`src/common/isa_pkg.sv`:
```
package isa_pkg;

    // ======================================================================
    // widths
    // ======================================================================
    localparam int data_w    = 16;
    localparam int addr_w    = 16;  // pc width.
    localparam int gp_n      = 16;
    localparam int sr_n      = 4;
    localparam int gp_addr_w = $clog2(gp_n);
    localparam int sr_addr_w = $clog2(sr_n);
    localparam int imm_w     = 8;
    localparam int opc_w     = 5;
    localparam int shamt_w   = 4;   // low bits of operand b.

    typedef logic [data_w-1:0]    data_t;
    typedef logic [addr_w-1:0]    pc_t;
    typedef logic [data_w-1:0]    instr_t;  // trace only.
    typedef logic [gp_addr_w-1:0] gp_addr_t;
    typedef logic [sr_addr_w-1:0] sr_addr_t;
    typedef logic [imm_w-1:0]     imm_t;
    typedef logic [shamt_w-1:0]   shamt_t;

    // signed clamp limits for the saturating ops.
    localparam data_t sat_max = {1'b0, {(data_w-1){1'b1}}};
    localparam data_t sat_min = {1'b1, {(data_w-1){1'b0}}};

    // ======================================================================
    // opcodes
    // ======================================================================
    typedef enum logic [opc_w-1:0] {
        opc_nop   = 5'd0,   // no instruction.
        // R group
        opc_mov   = 5'd1,
        opc_add   = 5'd2,
        opc_sub   = 5'd3,
        opc_not   = 5'd4,
        opc_and   = 5'd5,
        opc_or    = 5'd6,
        opc_xor   = 5'd7,
        opc_shl   = 5'd8,
        opc_shr   = 5'd9,
        // RS group, signed
        opc_adds  = 5'd10,
        opc_subs  = 5'd11,
        opc_shrs  = 5'd12,
        // I group, zero-extended immediate
        opc_movi  = 5'd13,
        opc_addi  = 5'd14,
        opc_subi  = 5'd15,
        opc_andi  = 5'd16,
        opc_ori   = 5'd17,
        opc_xori  = 5'd18,
        opc_shli  = 5'd19,
        opc_shri  = 5'd20,
        // IS group, sign-extended immediate
        opc_movis = 5'd21,
        opc_addis = 5'd22,
        opc_subis = 5'd23,
        opc_shris = 5'd24,
        opc_srmov = 5'd25   // gp to sr move.
    } opc_t;

endpackage

```
`src/common/pipe_pkg.sv`:
```
package pipe_pkg;
    import isa_pkg::*;

    typedef struct packed {
        pc_t      pc;
        instr_t   instr;
        opc_t     opc;
        gp_addr_t tgt_gp;
        sr_addr_t tgt_sr;
        gp_addr_t src_a;
        gp_addr_t src_b;
        imm_t     imm;
    } issue_t;

    typedef struct packed {
        pc_t      pc;
        instr_t   instr;
        opc_t     opc;
        gp_addr_t tgt_gp;
        sr_addr_t tgt_sr;
        data_t    result;
    } ex_wb_t;

    typedef struct packed {
        logic     en;
        gp_addr_t addr;
        data_t    data;
    } gp_wr_t;

    typedef struct packed {
        logic     en;
        sr_addr_t addr;
        data_t    data;
    } sr_wr_t;

    // same layout as ex_wb_t, one stage later.
    typedef struct packed {
        pc_t      pc;
        instr_t   instr;
        opc_t     opc;
        gp_addr_t tgt_gp;
        sr_addr_t tgt_sr;
        data_t    result;
    } retire_t;

endpackage

```
`src/verilog/register_file.sv`:
```
`timescale 1ns/1ns

module register_file
    import isa_pkg::*;
#(
    parameter int n_regs = gp_n,
    parameter int addr_w = gp_addr_w
) (
    input  logic              iw_clk,
    input  logic              iw_rst,
    input  logic              wr_en,
    input  logic [addr_w-1:0] wr_addr,
    input  data_t             wr_data,
    input  logic [addr_w-1:0] rd_addr_a,
    input  logic [addr_w-1:0] rd_addr_b,
    output data_t             rd_data_a,
    output data_t             rd_data_b
);

    data_t regs [n_regs];

    // ======================================================================
    // write port
    // ======================================================================
    always_ff @(posedge iw_clk or posedge iw_rst) begin
        if (iw_rst) begin
            for (int i = 0; i < n_regs; i++) begin
                regs[i] <= '0;
            end
        end
        else if (wr_en) begin
            regs[wr_addr] <= wr_data;
        end
    end

    // ======================================================================
    // read ports
    // ======================================================================
    // no internal bypass, a same-cycle write shows up next cycle.
    assign rd_data_a = regs[rd_addr_a];
    assign rd_data_b = regs[rd_addr_b];

endmodule

```
`src/backend/exec_stage.sv`:
```
`timescale 1ns/1ns

module exec_stage
    import isa_pkg::*;
    import pipe_pkg::*;
(
    input  logic   iw_clk,
    input  logic   iw_rst,
    input  issue_t issue,
    input  data_t  rd_a,
    input  data_t  rd_b,
    input  gp_wr_t fwd,
    output ex_wb_t ex_wb
);

    logic   fwd_a;
    logic   fwd_b;
    data_t  op_a;
    data_t  gp_b;
    data_t  op_b;
    data_t  imm_zx;
    data_t  imm_sx;
    shamt_t shamt;
    data_t  result;

    // signed add or subtract, clamped on overflow.
    function automatic data_t sat_add(input data_t a, input data_t b, input logic sub);
        logic [data_w:0] sum;
        if (sub) begin
            sum = {a[data_w-1], a} - {b[data_w-1], b};
        end
        else begin
            sum = {a[data_w-1], a} + {b[data_w-1], b};
        end
        if (sum[data_w] != sum[data_w-1]) begin
            return sum[data_w] ? sat_min : sat_max;
        end
        return sum[data_w-1:0];
    endfunction

    // ======================================================================
    // operand select
    // ======================================================================
    // the instruction in write-back is the only one not yet in the file.
    assign fwd_a = fwd.en && (fwd.addr == issue.src_a);
    assign fwd_b = fwd.en && (fwd.addr == issue.src_b);
    assign op_a  = fwd_a ? fwd.data : rd_a;
    assign gp_b  = fwd_b ? fwd.data : rd_b;

    assign imm_zx = {{(data_w-imm_w){1'b0}}, issue.imm};
    assign imm_sx = {{(data_w-imm_w){issue.imm[imm_w-1]}}, issue.imm};

    always_comb begin
        case (issue.opc)
            opc_movi, opc_addi, opc_subi, opc_andi,
            opc_ori, opc_xori, opc_shli, opc_shri: begin
                op_b = imm_zx;
            end
            opc_movis, opc_addis, opc_subis, opc_shris: begin
                op_b = imm_sx;
            end
            default: begin
                op_b = gp_b;
            end
        endcase
    end

    assign shamt = op_b[shamt_w-1:0];

    // ======================================================================
    // alu
    // ======================================================================
    always_comb begin
        case (issue.opc)
            opc_mov, opc_srmov:   result = op_a;
            opc_movi, opc_movis:  result = op_b;  // extended immediate.
            opc_add, opc_addi:    result = op_a + op_b;
            opc_sub, opc_subi:    result = op_a - op_b;
            opc_adds, opc_addis:  result = sat_add(op_a, op_b, 1'b0);
            opc_subs, opc_subis:  result = sat_add(op_a, op_b, 1'b1);
            opc_not:              result = ~op_a;
            opc_and, opc_andi:    result = op_a & op_b;
            opc_or, opc_ori:      result = op_a | op_b;
            opc_xor, opc_xori:    result = op_a ^ op_b;
            opc_shl, opc_shli:    result = op_a << shamt;
            opc_shr, opc_shri:    result = op_a >> shamt;
            opc_shrs, opc_shris:  result = data_t'($signed(op_a) >>> shamt);
            default:              result = '0;  // nop.
        endcase
    end

    // ======================================================================
    // execute to write-back register
    // ======================================================================
    always_ff @(posedge iw_clk or posedge iw_rst) begin
        if (iw_rst) begin
            ex_wb <= '0;
        end
        else begin
            ex_wb.pc     <= issue.pc;
            ex_wb.instr  <= issue.instr;
            ex_wb.opc    <= issue.opc;
            ex_wb.tgt_gp <= issue.tgt_gp;
            ex_wb.tgt_sr <= issue.tgt_sr;
            ex_wb.result <= result;
        end
    end

endmodule

```
`src/backend/writeback_stage.sv`:
```
`timescale 1ns/1ns

module writeback_stage
    import isa_pkg::*;
    import pipe_pkg::*;
(
    input  logic    iw_clk,
    input  logic    iw_rst,
    input  ex_wb_t  ex_wb,
    output gp_wr_t  gp_wr,
    output sr_wr_t  sr_wr,
    output retire_t retire
);

    logic gp_we;

    // every r, rs, i and is opcode writes a gp register.
    always_comb begin
        case (ex_wb.opc)
            opc_mov, opc_add, opc_sub, opc_not, opc_and,
            opc_or, opc_xor, opc_shl, opc_shr,
            opc_adds, opc_subs, opc_shrs,
            opc_movi, opc_addi, opc_subi, opc_andi,
            opc_ori, opc_xori, opc_shli, opc_shri,
            opc_movis, opc_addis, opc_subis, opc_shris: begin
                gp_we = 1'b1;
            end
            default: begin
                gp_we = 1'b0;
            end
        endcase
    end

    assign gp_wr.en   = gp_we;
    assign gp_wr.addr = ex_wb.tgt_gp;
    assign gp_wr.data = ex_wb.result;

    assign sr_wr.en   = (ex_wb.opc == opc_srmov);
    assign sr_wr.addr = ex_wb.tgt_sr;
    assign sr_wr.data = ex_wb.result;

    // ======================================================================
    // retire trace
    // ======================================================================
    always_ff @(posedge iw_clk or posedge iw_rst) begin
        if (iw_rst) begin
            retire <= '0;   // opc reads as nop.
        end
        else begin
            retire.pc     <= ex_wb.pc;
            retire.instr  <= ex_wb.instr;
            retire.opc    <= ex_wb.opc;
            retire.tgt_gp <= ex_wb.tgt_gp;
            retire.tgt_sr <= ex_wb.tgt_sr;
            retire.result <= ex_wb.result;
        end
    end

endmodule

```
`src/backend/backend_top.sv`:
```
`timescale 1ns/1ns

module backend_top
    import isa_pkg::*;
    import pipe_pkg::*;
(
    input  logic     iw_clk,
    input  logic     iw_rst,
    input  issue_t   issue,
    input  sr_addr_t sr_rd_addr,
    output data_t    sr_rd_data,
    output gp_wr_t   gp_wr,
    output retire_t  retire
);

    ex_wb_t ex_wb;
    sr_wr_t sr_wr;
    data_t  rd_a;
    data_t  rd_b;

    exec_stage exec_stage_i (
        .iw_clk (iw_clk),
        .iw_rst (iw_rst),
        .issue  (issue),
        .rd_a   (rd_a),
        .rd_b   (rd_b),
        .fwd    (gp_wr),    // write-back port doubles as bypass.
        .ex_wb  (ex_wb)
    );

    writeback_stage writeback_stage_i (
        .iw_clk (iw_clk),
        .iw_rst (iw_rst),
        .ex_wb  (ex_wb),
        .gp_wr  (gp_wr),
        .sr_wr  (sr_wr),
        .retire (retire)
    );

    register_file #(
        .n_regs (gp_n),
        .addr_w (gp_addr_w)
    ) gp_rf (
        .iw_clk    (iw_clk),
        .iw_rst    (iw_rst),
        .wr_en     (gp_wr.en),
        .wr_addr   (gp_wr.addr),
        .wr_data   (gp_wr.data),
        .rd_addr_a (issue.src_a),
        .rd_addr_b (issue.src_b),
        .rd_data_a (rd_a),
        .rd_data_b (rd_b)
    );

    register_file #(
        .n_regs (sr_n),
        .addr_w (sr_addr_w)
    ) sr_rf (
        .iw_clk    (iw_clk),
        .iw_rst    (iw_rst),
        .wr_en     (sr_wr.en),
        .wr_addr   (sr_wr.addr),
        .wr_data   (sr_wr.data),
        .rd_addr_a (sr_rd_addr),
        .rd_addr_b ('0),        // port b unused.
        .rd_data_a (sr_rd_data),
        .rd_data_b ()
    );

endmodule

```
`config.mk`:
```
export PLATFORM = sky130hd
export DESIGN_NAME = backend_top
export DESIGN_NICKNAME = d
export VERILOG_FILES = /design/src/common/isa_pkg.sv /design/src/common/pipe_pkg.sv /design/src/verilog/register_file.sv /design/src/backend/exec_stage.sv /design/src/backend/writeback_stage.sv /design/src/backend/backend_top.sv
export SDC_FILE = /design/constraint.sdc
export NUM_CORES = 1
export LEC_CHECK = 0
export BUFFER_PORTS_ARGS = -buffer_cell sky130_fd_sc_hd__buf_4
export CAP_MARGIN = 10
export CELL_PAD_IN_SITES_DETAIL_PLACEMENT = 0
export CELL_PAD_IN_SITES_GLOBAL_PLACEMENT = 1
export CORE_UTILIZATION = 47
export CTS_BUF_LIST = sky130_fd_sc_hd__clkbuf_4
export DETAILED_ROUTE_END_ITERATION = 6
export PLACE_DENSITY_LB_ADDON = 0.12
export SYNTH_ARGS = -nofsm -noshare
export SYNTH_HDL_FRONTEND = slang
export SYNTH_SLANG_ARGS = --single-unit
export TNS_END_PERCENT = 5
```
`constraint.sdc`:
```
create_clock -name iw_clk -period 14.3 [get_ports iw_clk]
set_clock_uncertainty 0.2 [all_clocks]
set_input_delay 1.43 -clock iw_clk [delete_from_list [all_inputs] [get_ports iw_clk]]
set_output_delay 1.43 -clock iw_clk [all_outputs]
set_load 0.01 [all_outputs]
```
Yosys cells after proc, flatten, opt, wreduce, memory -nomap -nowiden
Memory sizes are Yosys's and may differ from the RTL's.
Index checks and enable logic that the tools add are counted.

word-level totals
  register bits = 438
  ROM bits = 32
  bits of input ports = 63
  output and inout bits = 96
  word-level logic and storage cells = 135
  memories kept = 1

memory list
  name              words  width  read ports  clocked after memory_dff  wr ports  line                   RTL
  (name not given)  32     1      1           0                         0         writeback_stage.sv:19  case (ex_wb.opc)

cells by class
  add/subtract/negate cells = 4
  order comparisons = 7
  equality and inequality tests = 30
  shifts and indexed selects = 3
  multiplexer cells = 31
  bitwise logic cells = 9
  reductions and logical operators = 18

operator list
  cell                                            number
  bitwise mux 256 bit                             1
  two-way mux 16 bit                              16
  one-hot mux 16 bit (13 select lines)            1
  binary-select mux 16 bit (select 4 bit)         2
  bitwise mux 64 bit                              1
  demux 16 bit (select 4 bit)                     1
  == test 5 bit (second input constant)           11
  == test 5 x 4 -> 1 bit (second input constant)  8
  two-way mux 17 bit                              2
  binary-select mux 16 bit (select 2 bit)         1
  demux 16 bit (select 2 bit)                     1
  one-hot mux 16 bit (2 select lines)             1
  OR reduction 2 bit                              12
  == test 5 x 3 -> 1 bit (second input constant)  4
  adder 16 x 16 -> 17 bit                         1
  subtractor 16 x 16 -> 17 bit                    1
  adder 16 bit                                    1
  bitwise AND 16 bit                              1
  inverter 16 bit                                 1
  OR 16 bit                                       1
  left shift 16 x 4 -> 16 bit                     1
  >> shifter 16 x 4 -> 16 bit                     1
  >>> shifter 16 x 4 -> 16 bit                    1
  subtractor 16 bit                               1
  other kinds (15)                                30

Logic depth before layout (Yosys ltp)
Gate-level depths: netlist of run 1.

  depth in word-level cells = 13
  gate-level depth with buffers = 24
  mapped depth without buffers = 21

Cells and area by module
From an unflattened synthesis of run 1, not the netlist that was laid out.

unflattened totals
  cells, all modules = 2,202
  area, all modules = 26,462.9 sq um

modules (own cells, without submodules)
  module                  times used  cells each  area an instance (sq um)  seq. area each (sq um)
  register_file at gp_rf  1           852         13,487.9                  6,406.1
  exec_stage              1           1,067       7,983.9                   1,476.4
  register_file at sr_rf  1           177         3,180.6                   1,601.5
  writeback_stage         1           105         1,806.7                   1,476.4
  backend_top             1           1           3.8                       0.0

Worst setup path before layout of run 1
OpenSTA, ideal clock, no wires.

  path kind = input port to flip-flop
  start point = input issue[10] (netlist name)
  end point = register, netlist name exec_stage_i.ex_wb[13]
  library setup time = 0.147 ns
  data arrival time = 6.110 ns
  required time = 13.953 ns
  path slack = 7.843 ns
  stages = 24
  path buffers = 4
  cell sequence = buf_2 buf_2 buf_1 mux4_2 a22oi_1 nand2_1 a221o_1 clkbuf_1 inv_1 ha_1 nand2_1 o21ai_0 inv_1 ha_1 nor2b_1 o21ai_0 a21oi_1 o41ai_1 o211ai_1 a21o_1 a21oi_1 xnor2_1 a2111oi_0 o2111ai_1

on the way
  longest elaborated chain between the ends = 13
  elaborated cells between the ends (all ways) = 33
  classes of those cells = add/sub (4); eq/ne (3); shift (3); mux (18); bitwise (4); reduce/logical (1)

RTL lines
  item                                                                            line                                RTL
  start, declared                                                                 backend_top.sv:9                    input issue_t issue,
  inverter 4 -> 5 bit (not written as such)                                       register_file.sv:41                 assign rd_data_b = regs[rd_addr_b];
  binary-select mux 16 bit (select 4 bit)                                         register_file.sv:41
  two-way mux 16 bit (not written as such) (2 in a row)                           register_file.sv:41
  two-way mux 16 bit (*)                                                          exec_stage.sv:48                    assign gp_b = fwd_b ? fwd.data : rd_b;
  one-hot mux 16 bit (2 select lines) (*)                                         exec_stage.sv:54                    case (issue.opc)
  subtractor 16 x 16 -> 17 bit / adder 16 x 16 -> 17 bit (equally long branches)  exec_stage.sv:30, exec_stage.sv:33
  two-way mux 17 bit                                                              exec_stage.sv:74                    case (issue.opc)
  != test 1 bit                                                                   exec_stage.sv:35                    if (sum[data_w] != sum[data_w-1]) begin
  two-way mux 1 bit                                                               exec_stage.sv:35
  two-way mux 1 bit                                                               exec_stage.sv:74
  two-way mux 16 bit                                                              exec_stage.sv:38                    return sum[data_w-1:0];
  one-hot mux 16 bit (13 select lines) (*)                                        exec_stage.sv:74
  named net exec_stage_i.result[13]                                               exec_stage.sv:24                    data_t result;

Mark *: on every way through the listed nets, which the timed path passes. The rest lies on a longest branch. The select of a mux whose other input is x is not followed.
A chain may end at the register's enable or synchronous reset.

Worst setup path after layout of run 1
  start point = input issue[8] (netlist name)
  end point = register, netlist name exec_stage_i.ex_wb[13]

on the way
  longest elaborated chain between the ends = 13
  elaborated cells between the ends (all ways) = 33
  classes of those cells = add/sub (4); eq/ne (3); shift (3); mux (18); bitwise (4); reduce/logical (1)

RTL lines
  item                                                                            line
  inverter 4 -> 5 bit (not written as such)                                       register_file.sv:41
  binary-select mux 16 bit (select 4 bit)                                         register_file.sv:41
  two-way mux 16 bit (not written as such) (2 in a row)                           register_file.sv:41
  two-way mux 16 bit (*)                                                          exec_stage.sv:48
  one-hot mux 16 bit (2 select lines) (*)                                         exec_stage.sv:54
  subtractor 16 x 16 -> 17 bit / adder 16 x 16 -> 17 bit (equally long branches)  exec_stage.sv:30, exec_stage.sv:33
  two-way mux 17 bit                                                              exec_stage.sv:74
  != test 1 bit                                                                   exec_stage.sv:35
  two-way mux 1 bit                                                               exec_stage.sv:35
  two-way mux 1 bit                                                               exec_stage.sv:74
  two-way mux 16 bit                                                              exec_stage.sv:38
  one-hot mux 16 bit (13 select lines) (*)                                        exec_stage.sv:74
  named net exec_stage_i.result[13]                                               exec_stage.sv:24

Marked as above.

==> results of run 1 <==
per-stage QoR:
step	area [µm²]	utilization, %	hold slack, ns	cells	worst slack [ns]
floorplan	25500	-	0.131	2108	0.468
global placement	27100	51.1	0.131	2826	6.10
detailed placement	27100	51.1	0.135	2826	6.04
CTS	28600	53.9	0.141	3031	7.04
global route	28600	53.9	0.150	3034	6.47
finish	28600	53.9	0.135	3034	6.90
state kept, by name, indices dropped and copies added (netlist names):
| register | count |
|---|---|
| exec_stage_i.ex_wb | 59 |
| gp_rf.regs | 256 |
| sr_rf.regs | 64 |
| writeback_stage_i.retire | 59 |
metal layers:
metal | up-vias | GRT usage (%) | routed length (µm)
met5 | - | 0 | 0
met4 | 0 | 14.3 | 3890
met3 | 214 | 6.17 | 5850
met2 | 819 | 48.2 | 39100
met1 | 9741 | 41.1 | 34800
li1 | 8186 | - | -
cell usage after synthesis, types with 25 or more instances:
library cell | n | share of area, %
o21ai_0 | 121 | 2.4
buf_4 | 30 | 0.88
nor3_1 | 29 | 0.57
nand2_1 | 143 | 2.1
buf_2 | 25 | 0.49
nor2_1 | 123 | 1.8
ha_1 | 65 | 3.2
inv_1 | 64 | 0.94
dfrtp_1 | 438 | 43
xnor2_1 | 43 | 1.5
mux4_2 | 161 | 14
clkbuf_1 | 99 | 1.5
o211ai_1 | 25 | 0.74
mux2i_1 | 67 | 2.6
mux2_2 | 283 | 13
a21oi_1 | 63 | 1.2
power by group through the flow:
stage | Clock (mW) | Combinational, mW | Sequential, mW
2_1_floorplan | 0 | 2.15 | 1.92
3_3_place_gp | 0 | 3.02 | 2.03
3_5_place_dp | 0 | 3.03 | 2.06
4_1_cts | 1.14 | 3.04 | 2.04
5_1_grt | 1.20 | 3.29 | 2.10
6_report | 1.10 | 3.08 | 2.04
worst max-delay path, stage by stage:
cell       delay [ns]
buf_4            0.38
buf_4            0.65
xnor2_1          0.22
nand4_1          0.21
nor3_2           0.57
a221o_1          0.27
buf_4            0.34
inv_2            0.31
ha_1             0.38
nand2_1          0.04
o21ai_0          0.16
inv_1            0.09
ha_1             0.29
nor2b_1          0.13
o21ai_0          0.23
a21oi_1          0.13
o41ai_1          0.56
o211ai_1         0.25
a21o_1           0.22
a21oi_1          0.23
xnor2_1          0.11
a2111oi_0        0.43
o2111ai_1        0.20
kinds of logic after synthesis:
family                     after synthesis  share of synthesized area, %
AOI/OAI and AO/OA                      375                          9.78
xor gates and xnor gates                57                          1.96
adders and majority gates               68                          3.43
buffers and inverters                  241                          4.32
DFF                                    438                          43.0
muxes                                  518                          30.0
and+or+nand+nor                        411                          7.49
area by class of cell:
type | instances | area share [%]
inverters | 69 | 0.932
clock inverters | 37 | 0.748
diodes | 3 | 0.0262
multi-input cells | 1429 | 47.2
well taps | 688 | 3.01
flip-flops and latches | 438 | 38.3
clock buffers | 168 | 4.41
repair buffers | 202 | 5.35
worst min path at each step:
stage / from / to / slack, ns / cells after the start
2_1_floorplan: exec_stage_i.ex_wb[27]$_DFF_PP0_ / writeback_stage_i.retire[27]$_DFF_PP0_ / 0.13 / 0
3_3_place_gp: exec_stage_i.ex_wb[44]$_DFF_PP0_ / writeback_stage_i.retire[44]$_DFF_PP0_ / 0.13 / 0
3_5_place_dp: exec_stage_i.ex_wb[31]$_DFF_PP0_ / writeback_stage_i.retire[31]$_DFF_PP0_ / 0.13 / 0
4_1_cts: exec_stage_i.ex_wb[40]$_DFF_PP0_ / writeback_stage_i.retire[40]$_DFF_PP0_ / 0.14 / 0
5_1_grt: exec_stage_i.ex_wb[40]$_DFF_PP0_ / writeback_stage_i.retire[40]$_DFF_PP0_ / 0.15 / 0
6_report: exec_stage_i.ex_wb[54]$_DFF_PP0_ / writeback_stage_i.retire[54]$_DFF_PP0_ / 0.14 / 0
==> flow_metrics.py, run 1 <==
metrics = {
    "die": {
        "core_area_um2": 53100,
        "start_util_pct": 48.0,
        "die_area_um2": 55100,
        "die_y_um": 235,
        "row_count": 84,
        "die_w_um": 235,
        "ios": 159,
    },
    "clock_tree": {
        "cts-resized-gates": 0,
        "clock-sinks": 438,
        "postCtsSetupRepairBufs": 0,
        "htreeDepth": 3,
        "clk_pin_slew_ns": 0.07,
        "cts_hold_buf": 0,
        "numCtsBuffers": 113,
        "clockBufferDepth": 3,
        "cts_tree": "built",
        "clockRootBuffer": "clkbuf_4",
        "insertion_delay_ns": 0.94,
    },
    "power_and_ir_drop": {
        "p_leak_nw": 12.6,
        "switching_power_mw": 2.64,
        "ir_drop_uv": 99.3,
        "clkPwrFrac_pct": 17.7,
        "p_int_mw": 3.59,
        "power_density_nw_per_um2": 218,
        "pwr-share-seq_pct": 32.8,
        "p_sw_share_pct": 42.4,
        "comb_power_share_pct": 49.5,
        "finalPower_mw": 6.22,
    },
    "timing": {
        "max_freq_mhz": 135,
        "drv_slew": 0,
        "slew_headroom_pct": 12.2,
        "post-route-min-period_ns": 7.40,
        "finalHoldViolCount": 0,
        "rsz0062_at_grt": "false",
        "worst_pin_slew_ns": 1.31,
        "tns_ns": 0,
        "setup_viol": 0,
        "fin_crit_sh_pct": 51.8,
    },
    "logic_synthesis": {
        "ys_async_sr_fraction_pct": 100,
        "syn_area_per_cell_um2": 12.1,
        "yosys_register_bits": 438,
        "ys_types": 85,
        "syn_inst": 2108,
        "synth_edf_count": 0,
        "ys_warn_count": 0,
        "syn-cell-area_um2": 25500,
        "synth_ff_type": "dfrtp_1",
        "syn-num-nets": 2239,
        "ys_seq_area_share_pct": 43.0,
    },
    "worst_setup_path": {
        "critPathLaunchType": "input port",
        "reg2reg_depth": 22,
        "r2r_slack_ns": 7.73,
        "crit_start": "issue[8]",
        "critPathMaxFanout": 39,
        "r2r-end": "exec_stage_i.ex_wb[13]$_DFF_PP0_",
        "r2r-start": "exec_stage_i.ex_wb[22]$_DFF_PP0_",
        "required_ns": 14.87,
        "endpoint": "exec_stage_i.ex_wb[13]$_DFF_PP0_",
        "cp-end-kind": "flip-flop",
        "path_class": "input port to flip-flop",
        "crit_arrival_ns": 7.97,
    },
    "place": {
        "gp_congestion": 1.03,
        "port_buffers": 158,
        "dpl.hpwl_um": 57100,
    },
    "route": {
        "drt-total-wl_um": 83600,
        "remaining_drc_errors": 0,
        "wire_per_inst_um": 27.6,
        "drt-vias-per-instance": 6.25,
        "dr.first_iter.drc_count": 1579,
        "ant_nets": 0,
        "vias": 19000,
        "dr.pass1.iters": 6,
    },
    "global_routing": {
        "grt_pass1_wl_um": 126000,
        "grt-ovfl-total": 0,
        "gr-usage-all-layers_pct": 30.7,
        "antenna_found_initial": 4,
        "grt_pass1_vias": 19200,
        "grt_max_degree": 174,
    },
    "run_status": {
        "status": "complete, no violations",
    },
    "finish": {
        "seq_area_um2": 11000,
        "final_common_cell": "dfrtp_1",
        "mostFrequentLayoutCells": "dfrtp_1 (438), mux2_2 (283), buf_4 (201), clkbuf_4 (168), mux4_2 (161)",
        "multi_input_area_um2": 13500,
        "fillers": 4676,
        "nets": 2384,
        "drive_above_1_share_pct": 37.2,
        "syn2layout_area_growth_pct": 12.3,
    },
    "worst_hold_path": {
        "hold_class": "flip-flop to flip-flop",
    },
    "flow_run": {
        "cap_violations": 0,
    },
}
Power figures use the tool's default switching activity.
==> run 2: changes to the inputs <==
--- a/config.mk
+++ b/config.mk
@@ -9,7 +9,7 @@
 export CAP_MARGIN = 10
 export CELL_PAD_IN_SITES_DETAIL_PLACEMENT = 0
 export CELL_PAD_IN_SITES_GLOBAL_PLACEMENT = 1
-export CORE_UTILIZATION = 47
+export CORE_UTILIZATION = 52
 export CTS_BUF_LIST = sky130_fd_sc_hd__clkbuf_4
 export DETAILED_ROUTE_END_ITERATION = 6
 export PLACE_DENSITY_LB_ADDON = 0.12
==> constraint.sdc (replaced) <==
create_clock -name iw_clk -period 7.08 [get_ports iw_clk]
set_clock_uncertainty 0.2 [all_clocks]
set_input_delay 0.708 -clock iw_clk [delete_from_list [all_inputs] [get_ports iw_clk]]
set_output_delay 0.708 -clock iw_clk [all_outputs]
set_load 0.01 [all_outputs]
==> flow_metrics.py, run 2 (synthesis gave the netlist of run 1 again) <==
metrics = {
    "die": {
        "core_area_um2": 48000,
        "ios": 159,
        "die_w_um": 223,
        "start_util_pct": 53.0,
        "die_y_um": 223,
        "row_count": 80,
        "die_area_um2": 49900,
    },
    "clock_tree": {
        "cts-resized-gates": 0,
        "clock-sinks": 438,
        "numCtsBuffers": 112,
        "cts_tree": "built",
        "clockBufferDepth": 3,
        "clk_pin_slew_ns": 0.07,
        "insertion_delay_ns": 0.92,
        "clockRootBuffer": "clkbuf_4",
        "htreeDepth": 3,
    },
    "route": {
        "dr.first_iter.drc_count": 1750,
        "vias": 19200,
        "ant_nets": 0,
        "dr.pass1.iters": 5,
        "remaining_drc_errors": 0,
        "drt-vias-per-instance": 6.40,
        "wire_per_inst_um": 27.3,
        "drt-total-wl_um": 82000,
    },
    "power_and_ir_drop": {
        "clkPwrFrac_pct": 16.7,
        "p_int_mw": 7.17,
        "comb_power_share_pct": 49.4,
        "ir_drop_uv": 197,
        "switching_power_mw": 5.17,
        "pwr-share-seq_pct": 34.0,
        "power_density_nw_per_um2": 426,
        "p_leak_nw": 12.8,
        "p_sw_share_pct": 41.9,
    },
    "finish": {
        "mostFrequentLayoutCells": "dfrtp_1 (438), mux2_2 (283), buf_4 (213), mux4_2 (161), clkbuf_4 (151)",
        "final_common_cell": "dfrtp_1",
        "multi_input_area_um2": 13500,
        "top_register": "gp_rf.regs",
        "fillers": 3992,
        "syn2layout_area_growth_pct": 13.7,
        "largest_reg_flops": 256,
        "drive_above_1_share_pct": 36.5,
        "seq_area_um2": 11000,
        "nets": 2442,
        "reg_top3": "gp_rf.regs: 256 flops, sr_rf.regs: 64 flops",
    },
    "worst_setup_path": {
        "cpPeakStageDelay_ns": 0.68,
        "critPathLaunchType": "flip-flop",
        "crit_arrival_ns": 6.79,
        "r2r-start": "exec_stage_i.ex_wb[22]$_DFF_PP0_",
        "r2r-end": "exec_stage_i.ex_wb[7]$_DFF_PP0_",
        "reg2reg_depth": 17,
        "required_ns": 7.61,
        "crit_chain": "or4_1, o22ai_4, inv_2, nand2_2, mux2i_1, ha_1, nor2_1, nor4b_1, nand4_1, nand3b_1, o211ai_1, nand3_1, a21oi_1, nor2_1, buf_4, a211oi_1, o211ai_1",
        "critPathMaxFanout": 15,
        "r2r_slack_ns": 0.83,
        "cp_slowest_cell": "mux2i_1",
        "path_class": "flip-flop to flip-flop",
        "cp-end-kind": "flip-flop",
    },
    "timing": {
        "rsz0062_at_grt": "false",
        "worst_pin_slew_ns": 1.17,
        "setup_viol": 0,
        "max_freq_mhz": 160,
        "post-route-min-period_ns": 6.25,
        "finalHoldViolCount": 0,
        "tns_ns": 0,
        "drv_slew": 0,
        "worst_slack_ns": 0.827,
        "slew_headroom_pct": 21.9,
        "fin_crit_sh_pct": 88.3,
        "worst_hold_slack_ns": 0.136,
    },
    "worst_hold_path": {
        "hold_class": "flip-flop to flip-flop",
        "worstHoldEndpoint": "writeback_stage_i.retire[49]$_DFF_PP0_",
        "hold_path_depth": 0,
        "hold_start": "exec_stage_i.ex_wb[49]$_DFF_PP0_",
    },
    "global_routing": {
        "grt_pass1_vias": 19500,
        "grt_max_degree": 198,
        "grt_pass1_wl_um": 125000,
        "gr-usage-all-layers_pct": 33.7,
        "antenna_found_initial": 2,
        "grt-ovfl-total": 0,
    },
    "place": {
        "pre_cts_ws_ns": 0.528,
        "gp_congestion": 1.00,
        "port_buffers": 158,
        "dpl.hpwl_um": 56600,
    },
    "flow_run": {
        "cap_violations": 0,
    },
    "run_status": {
        "status": "complete, no violations",
    },
}
## run 2: repair_timing
item	4_1_cts	5_1_grt
hold buffers	43	0
buffers inserted	0	0
hold endpoints to repair	73	0
## run 2: final cells by class
cell class / count / share of cell area (%)
inverters: 69 / 0.907
well taps: 615 / 2.66
repair buffers: 261 / 7.35
flip-flops and latches: 438 / 37.8
multi-input cells: 1429 / 46.7
clock inverters: 37 / 0.656
diodes: 4 / 0.0345
clock buffers: 151 / 3.91
## run 2: layer usage
metal / vias to the layer above / part of all wire [%] / global-route usage [%]
met4: 0 / 3.5 / 12.9
li1: 8304 / - / -
met2: 816 / 47 / 53.2
met5: - / 0 / 0
met3: 159 / 6.9 / 6.85
met1: 9938 / 42 / 46.2
## run 2: critical path: cells and delay by family, from the launching register on
kind / cells / cell delay (ns)
compound gates: 5 / 1.26
buf+inv: 2 / 0.42
fa+ha+maj: 1 / 0.51
flops: 1 / 0.41
mux: 1 / 0.68
simple gates: 8 / 2.55
## run 2: how the worst max path moves through the flow
stage | startpoint | end | slack (ns) | cells after the start
final | exec_stage_i.ex_wb[22]$_DFF_PP0_ | exec_stage_i.ex_wb[7]$_DFF_PP0_ | 0.83 | 17
after global routing | exec_stage_i.ex_wb[22]$_DFF_PP0_ | exec_stage_i.ex_wb[3]$_DFF_PP0_ | 0.51 | 19
after CTS | exec_stage_i.ex_wb[22]$_DFF_PP0_ | exec_stage_i.ex_wb[7]$_DFF_PP0_ | 0.84 | 17
after detailed placement | issue[9] | exec_stage_i.ex_wb[7]$_DFF_PP0_ | 0.53 | 20
after global placement | issue[9] | exec_stage_i.ex_wb[1]$_DFF_PP0_ | 0.60 | 20
after floorplan | iw_rst | exec_stage_i.ex_wb[0]$_DFF_PP0_ | 0.25 | 1
## run 2: per-stage QoR
step	instance area (µm²)	utilization [%]	total power, mW	cells
after global placement	27200	56.6	10.1	2769
final	29000	60.3	12.3	3004
after detailed placement	27200	56.6	10.2	2769
after floorplan	25500	-	8.21	2108
after global routing	29000	60.3	13.1	3004
after CTS	29000	60.3	12.3	3000
## run 2: power groups by stage
stage / sequential [mW] / clock, mW / combinational [mW]
2_1_floorplan: 3.87 / 0 / 4.34
3_3_place_gp: 4.14 / 0 / 5.93
3_5_place_dp: 4.21 / 0 / 5.96
4_1_cts: 4.16 / 2.12 / 6.00
5_1_grt: 4.30 / 2.25 / 6.52
6_report: 4.19 / 2.06 / 6.09
==> run 3: changes to the inputs <==
--- a/config.mk
+++ b/config.mk
@@ -7,9 +7,7 @@
 export LEC_CHECK = 0
 export BUFFER_PORTS_ARGS = -buffer_cell sky130_fd_sc_hd__buf_4
 export CAP_MARGIN = 10
-export CELL_PAD_IN_SITES_DETAIL_PLACEMENT = 0
-export CELL_PAD_IN_SITES_GLOBAL_PLACEMENT = 1
-export CORE_UTILIZATION = 52
+export CORE_UTILIZATION = 64
 export CTS_BUF_LIST = sky130_fd_sc_hd__clkbuf_4
 export DETAILED_ROUTE_END_ITERATION = 6
 export PLACE_DENSITY_LB_ADDON = 0.12
==> flow_metrics.py, run 3 (synthesis gave the netlist of run 1 again) <==
metrics = {
    "run_status": {
        "status": "complete, no violations",
    },
    "worst_setup_path": {
        "required_ns": 7.70,
        "path_class": "flip-flop to flip-flop",
        "critPathMaxFanout": 15,
        "cp-end-kind": "flip-flop",
        "crit_arrival_ns": 7.17,
        "crit_buf_inv": 1,
        "cp_slowest_cell": "mux2i_1",
        "crit_chain": "or4_1, o22ai_4, inv_2, nand2_2, mux2i_1, ha_1, nor2_1, nor4b_1, nand4_1, nand3b_1, o211ai_1, nand2b_1, a21oi_1, nor2_1, o311ai_0, nand4_1",
        "cpPeakStageDelay_ns": 0.86,
        "r2r_slack_ns": 0.53,
        "crit_family": "simple AND/OR/NAND/NOR gates",
        "critPathLaunchType": "flip-flop",
    },
    "power_and_ir_drop": {
        "finalPower_mw": 12.5,
        "p_leak_nw": 12.8,
        "ir_drop_uv": 241,
        "power_density_nw_per_um2": 432,
    },
    "clock_tree": {
        "htreeDepth": 3,
        "clock-sinks": 438,
        "cts_tree": "built",
        "clk_pin_slew_ns": 0.08,
        "cts-resized-gates": 0,
        "clockRootBuffer": "clkbuf_4",
        "clockBufferDepth": 3,
        "numCtsBuffers": 110,
        "insertion_delay_ns": 0.89,
    },
    "timing": {
        "tns_ns": 0,
        "rsz0062_at_grt": "false",
        "worst_pin_slew_ns": 1.10,
        "setup_viol": 0,
        "max_freq_mhz": 153,
        "slew_headroom_pct": 25.6,
        "fin_crit_sh_pct": 92.5,
        "post-route-min-period_ns": 6.55,
        "worst_hold_slack_ns": 0.134,
        "finalHoldViolCount": 0,
        "drv_slew": 0,
    },
    "route": {
        "vias": 19800,
        "drt-total-wl_um": 80400,
        "dr.first_iter.drc_count": 2288,
        "dr.pass1.iters": 5,
        "remaining_drc_errors": 0,
        "drt-vias-per-instance": 6.81,
        "wire_per_inst_um": 27.7,
        "ant_nets": 0,
    },
    "die": {
        "die_area_um2": 40600,
        "ios": 159,
        "start_util_pct": 65.5,
        "die_w_um": 202,
        "row_count": 72,
        "die_y_um": 202,
        "core_area_um2": 38900,
    },
    "finish": {
        "post-route-util_pct": 74.2,
        "final_common_cell": "dfrtp_1",
        "fillers": 2588,
        "mostFrequentLayoutCells": "dfrtp_1 (438), mux2_2 (283), buf_4 (212), mux4_2 (161), clkbuf_4 (156)",
        "drive_above_1_share_pct": 36.9,
        "reg_top3": "gp_rf.regs: 256 flops, sr_rf.regs: 64 flops",
        "nets": 2442,
        "largest_reg_flops": 256,
        "syn2layout_area_growth_pct": 13.3,
        "top_register": "gp_rf.regs",
    },
    "global_routing": {
        "gr-usage-all-layers_pct": 40.6,
        "grt_pass1_vias": 20100,
        "grt-ovfl-total": 0,
        "antenna_found_initial": 4,
        "grt_max_degree": 185,
        "grt_pass1_wl_um": 123000,
    },
    "flow_run": {
        "cap_violations": 0,
    },
    "place": {
        "dpl.hpwl_um": 53700,
        "port_buffers": 158,
        "gp_congestion": 1.03,
    },
    "worst_hold_path": {
        "hold_class": "flip-flop to flip-flop",
    },
}
run 3: changes by cell type in the layout (fill, tap and decap cells not counted), moves of 2 or more:
cell       change
clkbuf_4       +5
bufinv_16      +2
clkinv_1      -15
nor2_2         +4
nor2_4         -4
inv_2          +2
buf_12         +2
run 3: where the power goes:
part	switching, mW	internal, mW
logic	3.40	2.79
clock network	1.04	1.08
registers	0.784	3.39
total	5.23	7.26
run 3: final timing paths:
kind / startpoint / endpoint / cells after the start
worst min-delay path: exec_stage_i.ex_wb[45]$_DFF_PP0_ / writeback_stage_i.retire[45]$_DFF_PP0_ / 0
worst max-delay path: exec_stage_i.ex_wb[22]$_DFF_PP0_ / exec_stage_i.ex_wb[8]$_DFF_PP0_ / 16
min in group asynchronous: iw_rst / sr_rf.regs[4]$_DFFE_PP0P_ / 3
worst max register to register: exec_stage_i.ex_wb[22]$_DFF_PP0_ / exec_stage_i.ex_wb[8]$_DFF_PP0_ / 16
max in group asynchronous: iw_rst / gp_rf.regs[77]$_DFFE_PP0P_ / 4
worst min register to register: exec_stage_i.ex_wb[45]$_DFF_PP0_ / writeback_stage_i.retire[45]$_DFF_PP0_ / 0
run 3: final cells by class:
class | instances | area (µm²) | share of cell area (%)
flip-flops and latches | 438 | 11000 | 38.0
diodes | 3 | 7.51 | 0.0260
repair buffers | 263 | 2170 | 7.52
clock inverters | 23 | 159 | 0.550
well taps | 518 | 648 | 2.24
clock buffers | 156 | 1170 | 4.06
multi-input cells | 1429 | 13500 | 46.7
inverters | 69 | 263 | 0.910
run 3: through the flow:
step                worst slack (ns)  std cells  area, µm²
CTS                            0.842       2896      28900
floorplan                      0.255       2108      25500
global route                   0.310       2898      28900
detailed placement             0.610       2673      27100
global placement               0.557       2673      27100
finish                         0.529       2899      28900
run 3: per-layer routing:
metal	global-route usage, %	vias to the layer above	wire (µm)
met3	9.23	276	8330
met1	55.2	10000	30700
met4	21.6	4	4390
met5	0	-	30
met2	61.4	1186	36900
li1	-	8275	-
run 3: what timing repair did:
item | 4_1_cts | 5_1_grt
hold buffers | 44 | 0
endpoints found under the hold margin | 70 | 0
setup buffers | 0 | 0
